### config.mk
export PLATFORM = sky130hd
export DESIGN_NAME = phold_top
export DESIGN_NICKNAME = d
export VERILOG_FILES = /design/src/common/phold_pkg.sv /design/src/common/event_if.sv /design/src/source/apb_regs.sv /design/src/source/gvt_stats.sv /design/src/event_sched/event_queue.sv /design/src/event_sched/event_dispatch.sv /design/src/event_core/event_core.sv /design/src/source/phold_top.sv
export SDC_FILE = /design/constraint.sdc
export NUM_CORES = 2
export LEC_CHECK = 0
export ABC_AREA = 1
export BUFFER_PORTS_ARGS = -buffer_cell sky130_fd_sc_hd__buf_2
export CAP_MARGIN = 20
export CORE_MARGIN = 8
export CORE_UTILIZATION = 45
export DETAILED_ROUTE_END_ITERATION = 8
export GPL_ROUTABILITY_DRIVEN = 1
export SKIP_LAST_GASP = 1
export SYNTH_ARGS = -nofsm -noshare
export SYNTH_HDL_FRONTEND = slang
export SYNTH_SLANG_ARGS = --single-unit
### constraint.sdc
create_clock -name clk -period 10.1 [get_ports clk]
set_clock_uncertainty 0.05 [all_clocks]
set_input_delay 1.01 -clock clk [delete_from_list [all_inputs] [get_ports clk]]
set_output_delay 1.01 -clock clk [all_outputs]
set_load 0.02 [all_outputs]
### src/common/phold_pkg.sv
package phold_pkg;

   // event and timing widths
   localparam int TIME_WID    = 16;
   localparam int NB_LPID     = 6;
   localparam int NUM_CORE    = 4;
   localparam int NB_COREID   = 2;
   localparam int QUEUE_DEPTH = 16;
   localparam int NB_QCNT     = 5;
   localparam int EXEC_CYCLES = 4;
   localparam int NB_INC      = 4;

   // apb register map, byte offsets
   localparam int APB_AW = 8;
   localparam logic [APB_AW-1:0] REG_CTRL         = 8'h00;
   localparam logic [APB_AW-1:0] REG_SIM_END      = 8'h04;
   localparam logic [APB_AW-1:0] REG_NUM_INIT     = 8'h08;
   localparam logic [APB_AW-1:0] REG_LP_MASK      = 8'h0C;
   localparam logic [APB_AW-1:0] REG_STATUS       = 8'h10;
   localparam logic [APB_AW-1:0] REG_GVT          = 8'h14;
   localparam logic [APB_AW-1:0] REG_TOTAL_EVENTS = 8'h18;
   localparam logic [APB_AW-1:0] REG_TOTAL_CYCLES = 8'h1C;

   // galois lfsr, x^32 + x^22 + x^2 + x + 1
   localparam logic [31:0] LFSR_SEED = 32'h5eed_c0de;
   localparam logic [31:0] LFSR_TAPS = 32'h8020_0003;

   typedef struct packed {
      logic [NB_LPID-1:0]  lp;
      logic [TIME_WID-1:0] ts;
   } event_t;

   typedef struct packed {
      logic [TIME_WID-1:0] sim_end;
      logic [NB_QCNT-1:0]  num_init;
      logic [NB_LPID-1:0]  lp_mask;
   } run_cfg_t;

   typedef enum logic [1:0] {
      ST_IDLE    = 2'd0,
      ST_INIT    = 2'd1,
      ST_RUNNING = 2'd2,
      ST_DONE    = 2'd3
   } run_state_t;

endpackage

### src/common/event_if.sv
`timescale 1ns/1ns

interface event_if;

   logic                            req_vld;
   phold_pkg::event_t               req_msg;
   logic                            rtn_vld;
   phold_pkg::event_t               rtn_msg;
   logic                            rtn_ack;
   logic                            busy;
   logic [phold_pkg::TIME_WID-1:0]  cur_time;

   // busy is also seen by the dispatcher to find an idle core
   modport dispatch (
      output req_vld, req_msg, rtn_ack,
      input  rtn_vld, rtn_msg, busy
   );

   modport core (
      input  req_vld, req_msg, rtn_ack,
      output rtn_vld, rtn_msg, busy, cur_time
   );

endinterface

### src/source/apb_regs.sv
`timescale 1ns/1ns

module apb_regs (
   input  logic                            clk,
   input  logic                            rst_n,
   input  logic                            psel,
   input  logic                            penable,
   input  logic                            pwrite,
   input  logic [phold_pkg::APB_AW-1:0]    paddr,
   input  logic [31:0]                     pwdata,
   input  phold_pkg::run_state_t           state,
   input  logic [phold_pkg::NB_QCNT-1:0]   q_count,
   input  logic [phold_pkg::TIME_WID-1:0]  gvt,
   input  logic [31:0]                     total_events,
   input  logic [31:0]                     total_cycles,
   output logic [31:0]                     prdata,
   output logic                            pready,
   output logic                            pslverr,
   output phold_pkg::run_cfg_t             cfg,
   output logic                            start
);

   logic access;
   logic unmapped;
   logic cfg_addr;
   logic cfg_locked;
   logic bad_init;
   logic wr_ok;

   assign access     = psel & penable;
   assign cfg_locked = (state == phold_pkg::ST_INIT) || (state == phold_pkg::ST_RUNNING);
   assign cfg_addr   = (paddr == phold_pkg::REG_SIM_END) || (paddr == phold_pkg::REG_NUM_INIT) ||
                       (paddr == phold_pkg::REG_LP_MASK);
   assign bad_init   = (paddr == phold_pkg::REG_NUM_INIT) &&
                       ((pwdata == 32'd0) || (pwdata > phold_pkg::QUEUE_DEPTH));

   // zero wait states
   assign pready  = 1'b1;
   assign pslverr = access && (unmapped || (pwrite && cfg_addr && (cfg_locked || bad_init)));
   assign wr_ok   = access && pwrite && !pslverr;

   // only a run that is not in progress can be started
   assign start = wr_ok && (paddr == phold_pkg::REG_CTRL) && pwdata[0] &&
                  ((state == phold_pkg::ST_IDLE) || (state == phold_pkg::ST_DONE));

   always_comb begin
      prdata   = '0;
      unmapped = 1'b0;
      case (paddr)
         phold_pkg::REG_CTRL:         prdata = '0;
         phold_pkg::REG_SIM_END:      prdata[phold_pkg::TIME_WID-1:0] = cfg.sim_end;
         phold_pkg::REG_NUM_INIT:     prdata[phold_pkg::NB_QCNT-1:0] = cfg.num_init;
         phold_pkg::REG_LP_MASK:      prdata[phold_pkg::NB_LPID-1:0] = cfg.lp_mask;
         phold_pkg::REG_STATUS:       prdata = {19'd0, q_count, 6'd0, state};
         phold_pkg::REG_GVT:          prdata[phold_pkg::TIME_WID-1:0] = gvt;
         phold_pkg::REG_TOTAL_EVENTS: prdata = total_events;
         phold_pkg::REG_TOTAL_CYCLES: prdata = total_cycles;
         default:                     unmapped = 1'b1;
      endcase
   end

   always_ff @(posedge clk or negedge rst_n) begin
      if (!rst_n) begin
         cfg <= '0;
      end else if (wr_ok) begin
         case (paddr)
            phold_pkg::REG_SIM_END:  cfg.sim_end  <= pwdata[phold_pkg::TIME_WID-1:0];
            phold_pkg::REG_NUM_INIT: cfg.num_init <= pwdata[phold_pkg::NB_QCNT-1:0];
            phold_pkg::REG_LP_MASK:  cfg.lp_mask  <= pwdata[phold_pkg::NB_LPID-1:0];
            default: ;
         endcase
      end
   end

endmodule

### src/source/gvt_stats.sv
`timescale 1ns/1ns

module gvt_stats (
   input  logic                            clk,
   input  logic                            rst_n,
   input  phold_pkg::run_state_t           state,
   input  logic                            start,
   input  phold_pkg::event_t               head,
   input  logic                            empty,
   input  logic                            deq,
   input  logic [phold_pkg::NUM_CORE-1:0]  busy,
   input  logic [phold_pkg::NUM_CORE-1:0][phold_pkg::TIME_WID-1:0] cur_time,
   output logic [phold_pkg::TIME_WID-1:0]  gvt,
   output logic [31:0]                     total_events,
   output logic [31:0]                     total_cycles
);

   logic [phold_pkg::TIME_WID-1:0] min_t;
   logic                           min_vld;

   // lowest timestamp still alive, queued or in flight
   always_comb begin
      min_t   = '1;
      min_vld = !empty;
      if (!empty) begin
         min_t = head.ts;
      end
      for (int i = 0; i < phold_pkg::NUM_CORE; i++) begin
         if (busy[i]) begin
            min_vld = 1'b1;
            if (cur_time[i] < min_t) begin
               min_t = cur_time[i];
            end
         end
      end
   end

   always_ff @(posedge clk or negedge rst_n) begin
      if (!rst_n) begin
         gvt          <= '0;
         total_events <= '0;
         total_cycles <= '0;
      end else if (start) begin
         gvt          <= '0;
         total_events <= '0;
         total_cycles <= '0;
      end else if (state == phold_pkg::ST_RUNNING) begin
         total_cycles <= total_cycles + 32'd1;
         if (min_vld) begin
            gvt <= min_t;
         end
         if (deq) begin
            total_events <= total_events + 32'd1;
         end
      end
   end

endmodule

### src/event_sched/event_queue.sv
`timescale 1ns/1ns

module event_queue (
   input  logic                           clk,
   input  logic                           rst_n,
   input  logic                           enq,
   input  phold_pkg::event_t              enq_msg,
   input  logic                           deq,
   input  logic                           clear,
   output phold_pkg::event_t              head,
   output logic                           empty,
   output logic [phold_pkg::NB_QCNT-1:0]  count
);

   phold_pkg::event_t                  q [phold_pkg::QUEUE_DEPTH];
   logic [phold_pkg::QUEUE_DEPTH-1:0]  ins;

   // ins[i] set where the new event sits at or ahead of slot i
   // equal timestamps stay in front so ties keep arrival order
   always_comb begin
      for (int i = 0; i < phold_pkg::QUEUE_DEPTH; i++) begin
         ins[i] = (i >= int'(count)) || (q[i].ts > enq_msg.ts);
      end
   end

   always_ff @(posedge clk) begin
      if (enq) begin
         for (int i = 0; i < phold_pkg::QUEUE_DEPTH; i++) begin
            if (ins[i]) begin
               if (i == 0) begin
                  q[i] <= enq_msg;
               end else if (!ins[i-1]) begin
                  q[i] <= enq_msg;
               end else begin
                  q[i] <= q[i-1];
               end
            end
         end
      end else if (deq) begin
         for (int i = 0; i < phold_pkg::QUEUE_DEPTH - 1; i++) begin
            q[i] <= q[i+1];
         end
      end
   end

   always_ff @(posedge clk or negedge rst_n) begin
      if (!rst_n) begin
         count <= '0;
      end else if (clear) begin
         count <= '0;
      end else if (enq) begin
         if (int'(count) != phold_pkg::QUEUE_DEPTH) begin
            count <= count + 1'b1;
         end
      end else if (deq && !empty) begin
         count <= count - 1'b1;
      end
   end

   assign head  = q[0];
   assign empty = (count == '0);

endmodule

### src/event_sched/event_dispatch.sv
`timescale 1ns/1ns

module event_dispatch (
   input  logic                            clk,
   input  logic                            rst_n,
   input  phold_pkg::run_cfg_t             cfg,
   input  logic                            start,
   input  logic [phold_pkg::TIME_WID-1:0]  gvt,
   input  phold_pkg::event_t               head,
   input  logic                            empty,
   output phold_pkg::run_state_t           state,
   output logic                            enq,
   output phold_pkg::event_t               enq_msg,
   output logic                            deq,
   output logic                            clear,
   event_if.dispatch                       cores [phold_pkg::NUM_CORE]
);

   logic [phold_pkg::NUM_CORE-1:0]   busy_v;
   logic [phold_pkg::NUM_CORE-1:0]   rtn_vld_v;
   phold_pkg::event_t                rtn_msg_v [phold_pkg::NUM_CORE];
   logic [phold_pkg::NB_COREID-1:0]  rtn_idx;
   logic [phold_pkg::NB_COREID-1:0]  rtn_last;
   logic [phold_pkg::NB_COREID-1:0]  send_idx;
   logic [phold_pkg::NB_COREID-1:0]  send_last;
   logic [phold_pkg::NB_QCNT-1:0]    init_cnt;
   logic                             running;
   logic                             ack;
   logic                             last_init;

   // next requester after the last grant, the last grant itself comes last
   function automatic logic [phold_pkg::NB_COREID-1:0] rr_pick(
      input logic [phold_pkg::NUM_CORE-1:0]  req,
      input logic [phold_pkg::NB_COREID-1:0] last
   );
      logic [phold_pkg::NB_COREID-1:0] idx;
      rr_pick = last;
      for (int i = phold_pkg::NUM_CORE; i >= 1; i--) begin
         idx = last + i[phold_pkg::NB_COREID-1:0];
         if (req[idx]) begin
            rr_pick = idx;
         end
      end
   endfunction

   for (genvar i = 0; i < phold_pkg::NUM_CORE; i++) begin : g_port
      assign busy_v[i]        = cores[i].busy;
      assign rtn_vld_v[i]     = cores[i].rtn_vld;
      assign rtn_msg_v[i]     = cores[i].rtn_msg;
      assign cores[i].req_vld = deq && (send_idx == i);
      assign cores[i].req_msg = head;
      assign cores[i].rtn_ack = ack && (rtn_idx == i);
   end

   assign running  = (state == phold_pkg::ST_RUNNING);
   assign rtn_idx  = rr_pick(rtn_vld_v, rtn_last);
   assign send_idx = rr_pick(~busy_v, send_last);

   // one queue operation per cycle, returns win over dispatch
   assign ack = running && (|rtn_vld_v);
   assign deq = running && !ack && !empty && (head.ts <= cfg.sim_end) && !(&busy_v);
   assign enq = ack || (state == phold_pkg::ST_INIT);

   // initial events all start at time 0
   always_comb begin
      if (state == phold_pkg::ST_INIT) begin
         enq_msg.lp = {1'b0, init_cnt} & cfg.lp_mask;
         enq_msg.ts = '0;
      end else begin
         enq_msg = rtn_msg_v[rtn_idx];
      end
   end

   assign clear     = start;
   assign last_init = ((init_cnt + 1'b1) >= cfg.num_init);

   always_ff @(posedge clk or negedge rst_n) begin
      if (!rst_n) begin
         state     <= phold_pkg::ST_IDLE;
         init_cnt  <= '0;
         rtn_last  <= '0;
         send_last <= '0;
      end else begin
         case (state)
            phold_pkg::ST_INIT: begin
               init_cnt <= init_cnt + 1'b1;
               if (last_init) begin
                  state <= phold_pkg::ST_RUNNING;
               end
            end
            phold_pkg::ST_RUNNING: begin
               if (gvt > cfg.sim_end) begin
                  state <= phold_pkg::ST_DONE;
               end
            end
            default: begin
               if (start) begin
                  state    <= phold_pkg::ST_INIT;
                  init_cnt <= '0;
               end
            end
         endcase
         if (ack) begin
            rtn_last <= rtn_idx;
         end
         if (deq) begin
            send_last <= send_idx;
         end
      end
   end

endmodule

### src/event_core/event_core.sv
`timescale 1ns/1ns

module event_core #(
   parameter logic [31:0] SEED = 32'h1
) (
   input  logic                           clk,
   input  logic                           rst_n,
   input  logic [phold_pkg::NB_LPID-1:0]  lp_mask,
   event_if.core                          ev
);

   logic [31:0]                                      lfsr;
   logic [$clog2(phold_pkg::EXEC_CYCLES)-1:0]        cnt;
   logic [phold_pkg::TIME_WID-1:0]                   inc;
   logic                                             accept;

   assign accept = ev.req_vld && !ev.busy;

   // random step of 1 to 16 from the bits above the lp id
   assign inc = {{(phold_pkg::TIME_WID - phold_pkg::NB_INC){1'b0}},
                 lfsr[phold_pkg::NB_LPID +: phold_pkg::NB_INC]} + 1'b1;

   always_ff @(posedge clk or negedge rst_n) begin
      if (!rst_n) begin
         lfsr       <= SEED;
         cnt        <= '0;
         ev.busy    <= 1'b0;
         ev.rtn_vld <= 1'b0;
      end else if (accept) begin
         ev.busy <= 1'b1;
         cnt     <= $bits(cnt)'(phold_pkg::EXEC_CYCLES - 2);
         lfsr    <= {1'b0, lfsr[31:1]} ^ (lfsr[0] ? phold_pkg::LFSR_TAPS : 32'd0);
      end else if (ev.busy) begin
         if (ev.rtn_ack) begin
            ev.busy    <= 1'b0;
            ev.rtn_vld <= 1'b0;
         end else if (!ev.rtn_vld) begin
            // result goes out EXEC_CYCLES after the request
            if (cnt == '0) begin
               ev.rtn_vld <= 1'b1;
            end else begin
               cnt <= cnt - 1'b1;
            end
         end
      end
   end

   // new event is formed at accept and held until acked
   always_ff @(posedge clk) begin
      if (accept) begin
         ev.cur_time   <= ev.req_msg.ts;
         ev.rtn_msg.lp <= lfsr[phold_pkg::NB_LPID-1:0] & lp_mask;
         ev.rtn_msg.ts <= ev.req_msg.ts + inc;
      end
   end

endmodule

### src/source/phold_top.sv
`timescale 1ns/1ns

module phold_top (
   input  logic                          clk,
   input  logic                          rst_n,
   input  logic                          psel,
   input  logic                          penable,
   input  logic                          pwrite,
   input  logic [phold_pkg::APB_AW-1:0]  paddr,
   input  logic [31:0]                   pwdata,
   output logic [31:0]                   prdata,
   output logic                          pready,
   output logic                          pslverr
);

   phold_pkg::run_cfg_t    cfg;
   phold_pkg::run_state_t  state;
   phold_pkg::event_t      head;
   phold_pkg::event_t      enq_msg;
   logic                   start;
   logic                   enq;
   logic                   deq;
   logic                   clear;
   logic                   empty;
   logic [phold_pkg::NB_QCNT-1:0]   q_count;
   logic [phold_pkg::TIME_WID-1:0]  gvt;
   logic [31:0]                     total_events;
   logic [31:0]                     total_cycles;
   logic [phold_pkg::NUM_CORE-1:0]                            core_busy;
   logic [phold_pkg::NUM_CORE-1:0][phold_pkg::TIME_WID-1:0]   core_time;

   event_if ev_if [phold_pkg::NUM_CORE] ();

   apb_regs i_apb_regs (
      .clk          (clk),
      .rst_n        (rst_n),
      .psel         (psel),
      .penable      (penable),
      .pwrite       (pwrite),
      .paddr        (paddr),
      .pwdata       (pwdata),
      .state        (state),
      .q_count      (q_count),
      .gvt          (gvt),
      .total_events (total_events),
      .total_cycles (total_cycles),
      .prdata       (prdata),
      .pready       (pready),
      .pslverr      (pslverr),
      .cfg          (cfg),
      .start        (start)
   );

   event_queue i_event_queue (
      .clk     (clk),
      .rst_n   (rst_n),
      .enq     (enq),
      .enq_msg (enq_msg),
      .deq     (deq),
      .clear   (clear),
      .head    (head),
      .empty   (empty),
      .count   (q_count)
   );

   event_dispatch i_event_dispatch (
      .clk     (clk),
      .rst_n   (rst_n),
      .cfg     (cfg),
      .start   (start),
      .gvt     (gvt),
      .head    (head),
      .empty   (empty),
      .state   (state),
      .enq     (enq),
      .enq_msg (enq_msg),
      .deq     (deq),
      .clear   (clear),
      .cores   (ev_if)
   );

   for (genvar g = 0; g < phold_pkg::NUM_CORE; g++) begin : g_core
      // each core gets the base seed with its index in the top byte
      event_core #(
         .SEED (phold_pkg::LFSR_SEED ^ (32'(g) << 24))
      ) i_event_core (
         .clk     (clk),
         .rst_n   (rst_n),
         .lp_mask (cfg.lp_mask),
         .ev      (ev_if[g])
      );

      assign core_busy[g] = ev_if[g].busy;
      assign core_time[g] = ev_if[g].cur_time;
   end

   gvt_stats i_gvt_stats (
      .clk          (clk),
      .rst_n        (rst_n),
      .state        (state),
      .start        (start),
      .head         (head),
      .empty        (empty),
      .deq          (deq),
      .busy         (core_busy),
      .cur_time     (core_time),
      .gvt          (gvt),
      .total_events (total_events),
      .total_cycles (total_cycles)
   );

endmodule

# [After elaboration in Yosys (flattened, before gate mapping)]
# Memories as Yosys holds them, arrays and structs flattened.
# Index checks and enable logic that the tools add are counted.
[word_totals] wordCells=548 memories=1 ramBits=352 regBits=419
[mem_list] memory="i_event_queue.q" words=16 word_bits=22 rd=16 rd_clocked_by_memory_dff=0 wr=16 line="event_queue.sv:15" text="phold_pkg::event_t q [phold_pkg::QUEUE_DEPTH];"
[op_classes] add_sub_neg=23 reduce_logical=98 order_cmp=47 n_mux=261 n_eq_ne=32 bitwise=47
[op_table] operator="22-bit two-way mux" n=33
[op_table] operator="32-bit two-way mux" n=9
[op_table] operator="16-bit > comparator" n=17
[op_table] operator="16-bit two-way mux" n=12
[op_table] operator="1-bit two-way mux" n=160
[op_table] operator="31-bit by 32-bit bitwise XOR with 32-bit output" n=4
[op_table] operator="16-bit adder" n=4
[op_table] operator="32-bit by 1-bit adder with 32-bit output (second input constant)" n=2
[op_table] operator="16-bit less-than comparator" n=4
[op_table] operator="2-bit two-way mux" n=29
[op_table] operator="10-bit case mux with 5 select lines" n=1
[op_table] operator="22-bit binary-select mux with 2-bit select" n=1
[op_table] operator="4-bit by 5-bit >= comparator with 1-bit output (first input constant)" n=8
[op_table] operator="5-bit case mux with 7 select lines" n=1
[op_table] operator="8-bit by 5-bit == test with 1-bit output (second input constant)" n=4
[op_table] operator="32-bit by 5-bit > comparator with 1-bit output (second input constant)" n=1
[op_table] operator="32-bit zero test" n=1
[op_table] operator="16-bit case mux with 2 select lines" n=1
[op_table] operator="1-bit OR" n=30
[op_table] operator="1-bit logical AND" n=27
[op_table] operator="5-bit two-way mux" n=5
[op_table] operator="6-bit bitwise AND" n=4
[op_table] operator="1-bit logical OR" n=24
[op_table] operator="2-bit AND reduction" n=11
[op_table] operator="40 further kinds" n=115

# [Depth between registers and ports, before layout]
[logic_depth] ltp_word=19 mapped_depth=57

# [By module]
# Synthesis repeated with hierarchy kept, for this count alone.
[unflattened] hier_cells=6345 area_unflattened_um2=49971.7
[by_module_without_submodules] mod="event_queue" n_inst=1 area_each_um2=25794.7 cells_each=3368
[by_module_without_submodules] mod="event_core (g_core[0].i_event_core ...)" n_inst=2 area_each_um2=3138.0 cells_each=297
[by_module_without_submodules] mod="gvt_stats" n_inst=1 area_each_um2=5933.2 cells_each=848
[by_module_without_submodules] mod="event_dispatch" n_inst=1 area_each_um2=3464.6 cells_each=589
[by_module_without_submodules] mod="event_core (g_core[1].i_event_core)" n_inst=1 area_each_um2=3139.3 cells_each=297
[by_module_without_submodules] mod="event_core (g_core[2].i_event_core)" n_inst=1 area_each_um2=3136.8 cells_each=297
[by_module_without_submodules] mod="apb_regs" n_inst=1 area_each_um2=2227.1 cells_each=352

# [Worst setup path after synthesis]
# Ideal clock, no wire load.
[synth_path] kind="reg-to-reg" startpoint="register i_event_queue.count[0] (netlist bit)" endpoint="register i_gvt_stats.gvt[10] (netlist bit)" path_slack_ps=2840 t_arrival_ps=7092 path_stages_with_launch=47 required_time_ps=9932 setup_time_ps=118 path_buffers=6 path_cell_list="dfrtp_1 inv_1 ha_1 inv_1 nor2_4 nand2_4 inv_1 clkbuf_1 nor2_1 ha_1 a21oi_1 o21a_1 o221ai_1 nor2_1 nand2_2 buf_6 clkbuf_1 o21ai_0 [11 not listed] a21oi_1 nor2_1 a211oi_1 o221ai_1 nor2_1 nand2_2 clkbuf_1 o21ai_0 ha_1 a21oi_1 nor2_1 a211oi_1 o221ai_1 nor2_2 clkbuf_1 nand3_1 nand3_1 nand2_1"
[synth_via] elab_chain_len=17
[synth_lines] element="from (decl)" line="event_queue.sv:12" text="output logic [phold_pkg::NB_QCNT-1:0] count"
[synth_lines] element="from (signal assigned)" line="event_queue.sv:53" text="count <= count + 1'b1;"
[synth_lines] element="from (signal assigned)" line="event_queue.sv:56" text="count <= count - 1'b1;"
[synth_lines] element="5-bit zero test (*)" line="event_queue.sv:61" text="assign empty = (count == '0);"
[synth_lines] element="16-bit two-way mux" line="gvt_stats.sv:25" text="if (!empty) begin"
[synth_lines] element="16-bit less-than comparator" line="gvt_stats.sv:31" text="if (cur_time[i] < min_t) begin"
[synth_lines] element="16-bit two-way mux" line="gvt_stats.sv:31"
[synth_lines] element="16-bit two-way mux" line="gvt_stats.sv:29" text="if (busy[i]) begin"
[synth_lines] element="16-bit less-than comparator" line="gvt_stats.sv:31"
[synth_lines] element="16-bit two-way mux" line="gvt_stats.sv:31"
[synth_lines] element="16-bit two-way mux" line="gvt_stats.sv:29"
[synth_lines] element="16-bit less-than comparator" line="gvt_stats.sv:31"
[synth_lines] element="16-bit two-way mux" line="gvt_stats.sv:31"
[synth_lines] element="16-bit two-way mux" line="gvt_stats.sv:29"
[synth_lines] element="16-bit less-than comparator" line="gvt_stats.sv:31"
[synth_lines] element="16-bit two-way mux" line="gvt_stats.sv:31"
[synth_lines] element="16-bit two-way mux" line="gvt_stats.sv:29"
[synth_lines] element="16-bit two-way mux" line="gvt_stats.sv:49" text="if (min_vld) begin"
[synth_lines] element="16-bit two-way mux" line="gvt_stats.sv:47" text="end else if (state == phold_pkg::ST_RUNNING) begin"
[synth_lines] element="16-bit two-way mux" line="gvt_stats.sv:43" text="end else if (start) begin"
[synth_lines] element="to (signal assigned)" line="gvt_stats.sv:50" text="gvt <= min_t;"
[synth_lines] element="to (decl)" line="gvt_stats.sv:13" text="output logic [phold_pkg::TIME_WID-1:0] gvt,"
# Mark *: on every way between the ends. The rest lies on a longest branch, timed or not. The select of a mux whose other input is x is not followed.
# A chain may end at the register's enable or synchronous reset.

# [Final worst setup path]
[layout_path] startpoint="register i_event_queue.count[1] (netlist bit)" endpoint="register i_gvt_stats.gvt[14] (netlist bit)"
# The elaborated chain is that of the path after synthesis.

==> flow_summary_export.csv <==
group,metric,value,unit
clock_tree,cts-htree-levels,3,
grt,grt_pass1_vias,32300,
worst_setup_path,setup.worst_path.start_class,"flop",
clock_tree,numClockSinks,651,
finish,fin_cells,5851,
grt,antenna_found_initial,4,
placed_design,place_hpwl,87.2,mm
clock_tree,worst_skew_pair.late_latency,0.65,ns
drt,drt_iter0_markers,3435,
synthesis,synthFlopType,"sky130_fd_sc_hd__edfxtp_1",
drt,detail_route.drc_violations,0,
grt,grt_max_degree,181,
synthesis,netlist_instances,4575,
synthesis,post_synth_instance_area,39700,um^2
sta,post-route-period-util,87.9,%
die,die_area,98100,um^2
worst_setup_path,r2r_slack,1.22,ns
clock_tree,tritoncts,"done",
job,timing.max_cap.violations,0,
worst_setup_path,critical_path.max_stage_delay,0.59,ns
clock_tree,cts_hold_buf,0,
die,initial_utilization,45.2,%
die,ioPinCount,79,
grt,grt_first_pass_wirelength,191,mm
drt,wirelength_met1,55.0,mm
sta,finalWorstSetupSlack,1.22,ns
drt,number_of_nets_with_antenna_violations_after_detailed_routing,0,
placed_design,detailedPlace.worstSlack,1.34,ns
grt,grt.overflow.total,0,
placed_design,placedCellCount,5708,
synthesis,synth_cell_type_count,61,
sta,finalHoldViolations,0,
drt,route.detailed.vias_per_inst,5.72,
clock_tree,clk_root_buffer_cell,"sky130_fd_sc_hd__clkbuf_16",
sta,maxSlewHeadroom,23.6,%
sta,setup_violations,0,
die,core_area,88000,um^2
sta,timing_max_transition_violations_final,0,
placed_design,io_buffer_count,77,
sta,setup_repair_after_global_routing_missed_its_margin,"no",
outcome,status,"complete, no violations",
drt,maxUsedRoutingLayer,"met5",
clock_tree,max-clock-path-buffers,3,
drt,drt_first_pass_iters,8,
sta,max_slew.worst_pin.slew,1.15,ns
synthesis,synth-seq-area-share,46.1,%
finish,post-route-util,50.0,%
finish,synthToLayoutAreaGrowth,10.7,%
worst_setup_path,crit_path_max_fanout,31,
worst_setup_path,critical_path_required,10.63,ns
synthesis,synth_edf_count,384,
finish,drive_gt1_share,8.60,%
worst_setup_path,crit_path_start,"i_event_queue.count[1]",
drt,met2WireLength,54.4,mm
drt,num_vias,33400,
synthesis,synth-warning-count,0,
worst_setup_path,ff_to_ff_start,"i_event_queue.count[1]",
clock_tree,cts.clk_slew.worst_paths,0.06,ns
worst_setup_path,critical_path_arrival,9.42,ns
worst_setup_path,critical_path_class,"flop to flop",
sta,finalSetupTns,0,ns
die,placementRows,109,
clock_tree,cts_made_buffers,76,
drt,met3WireLength,10.4,mm
clock_tree,postCtsResizedCells,0,
synthesis,synthArstFlopShare,41.0,%
synthesis,synth.net_count,5012,
worst_setup_path,critical-path-top-cell-by-count,"sky130_fd_sc_hd__nor2_1",
die,fp.dieW,313,um
drt,route.detailed.wl_per_inst,21.2,um
sta,layout_min_cycle_time,8.88,ns
finish,mostFrequentLayoutCell,"sky130_fd_sc_hd__nand2_1",
grt,grt.total_usage,24.7,%
synthesis,syn_avg_cell_area,8.68,um^2
die,die_height,313,um
worst_hold_path,worst_hold_startpoint,"g_core[2].i_event_core.lfsr[23]",
finish,design.final.nets,5060,
worst_setup_path,cell_with_the_largest_stage_delay_on_the_worst_path,"sky130_fd_sc_hd__nor2_2",
clock_tree,cts.repair_timing.setup_buffer_count,0,
worst_setup_path,critPathCaptureType,"flop",
finish,most-common-layout-cells,"sky130_fd_sc_hd__nand2_1, sky130_fd_sc_hd__a21oi_1, sky130_fd_sc_hd__inv_1, sky130_fd_sc_hd__o21ai_0, sky130_fd_sc_hd__ha_1",
synthesis,ys_seq_elements,651,
worst_hold_path,min-delay-path-class,"flop to flop",
sta,max_freq,113,MHz
drt,routed_wl,124,mm
placed_design,gp_congestion,0.914,
==> through the flow <==
| step | hold WS, ns | instance area [um^2] |
|---|---|---|
| 6_report | 0.398 | 44000 |
| 5_1_grt | 0.426 | 44000 |
| 3_3_place_gp | 0.402 | 41400 |
| 3_5_place_dp | 0.402 | 41500 |
| 4_1_cts | 0.399 | 43900 |
| 2_1_floorplan | 0.392 | 39700 |
==> layer usage <==
layer | vias up | track usage [%]
met2 | 1319 | 37.9
met4 | 2 | 8.32
met3 | 249 | 4.64
met1 | 16000 | 35.0
met5 | - | 0
li1 | 15900 | -
==> worst max-delay path, delay by kind of cell, from the launching register on <==
family,cells,cell delay (ns)
AND/OR/NAND/NOR,17,3.20
AO/OA/AOI/OAI,15,2.94
adder cells (fa/ha/maj),5,1.48
buffers and inverters,3,0.69
flip-flops,1,0.43
==> layout make-up <==
class / count / area [um^2]
Clock inverter: 42 / 402
Multi-Input combinational cell: 3263 / 18900
Timing Repair Buffer: 143 / 968
Fill cell: 8374 / 44000
Inverter: 488 / 1850
Antenna cell: 1 / 2.50
Tap cell: 1165 / 1460
Sequential cell: 651 / 18300
Clock buffer: 98 / 2070
==> cells by family after synthesis <==
family,count (synthesis),share of synthesized area [%]
simple gates,1612,16.8
compound gates,1164,16.2
buf+inv,661,6.40
flops,651,46.1
fa+ha+maj,392,12.4
xor+xnor,89,1.96
mux,5,0.139
other cells,1,0.00944
==> Yosys cell counts, types with 18 or more instances <==
master	number	area [um^2]
sky130_fd_sc_hd__nand3_1	138	691
sky130_fd_sc_hd__nor2_1	302	1130
sky130_fd_sc_hd__a21oi_1	486	2430
sky130_fd_sc_hd__dfrtp_1	191	4780
sky130_fd_sc_hd__ha_1	388	4850
sky130_fd_sc_hd__clkbuf_1	157	589
sky130_fd_sc_hd__inv_1	467	1750
sky130_fd_sc_hd__a31oi_1	27	169
sky130_fd_sc_hd__nor4_1	23	144
sky130_fd_sc_hd__a211oi_1	20	150
sky130_fd_sc_hd__o22ai_1	41	257
sky130_fd_sc_hd__nand2_1	994	3730
sky130_fd_sc_hd__o21a_1	18	135
sky130_fd_sc_hd__xor2_1	77	674
sky130_fd_sc_hd__o21ai_0	433	2170
sky130_fd_sc_hd__nor3_1	66	330
sky130_fd_sc_hd__edfxtp_1	384	11500
sky130_fd_sc_hd__dfstp_2	76	2000
sky130_fd_sc_hd__nand4_1	38	238
sky130_fd_sc_hd__o221ai_1	24	210
sky130_fd_sc_hd__a22oi_1	39	293
==> worst paths after layout <==
kind,endpoint,depth (start not counted)
worst max-delay path,i_gvt_stats.gvt[14],40
worst min-delay path,g_core[2].i_event_core.lfsr[22],2
worst max register to register,i_gvt_stats.gvt[14],40
worst min register to register,g_core[2].i_event_core.lfsr[22],2
max in group asynchronous,g_core[0].i_event_core.lfsr[0],2
min in group asynchronous,i_gvt_stats.total_cycles[30],1
==> sequential cells by signal, indices dropped and copies added, names as in the netlist <==
| signal | flops |
|---|---|
| i_event_queue.q | 256 |
| g_core.i_event_core.lfsr | 128 |
| g_core.i_event_core.ev.cur_time | 64 |
| g_core.i_event_core.ev.rtn_msg | 64 |
| i_gvt_stats.total_cycles | 32 |
| i_gvt_stats.total_events | 32 |
| i_apb_regs.cfg | 27 |
| i_gvt_stats.gvt | 16 |
| g_core.i_event_core.cnt | 8 |
| i_event_dispatch.init_cnt | 5 |
| i_event_queue.count | 5 |
| g_core.i_event_core.ev.busy | 4 |
| g_core.i_event_core.ev.rtn_vld | 4 |
| i_event_dispatch.rtn_last | 2 |
| i_event_dispatch.send_last | 2 |
| i_event_dispatch.state | 2 |
Power is left out: the tool's default activity adds up to more than one toggle a clock period on the data nets, which glitch-free logic cannot reach.
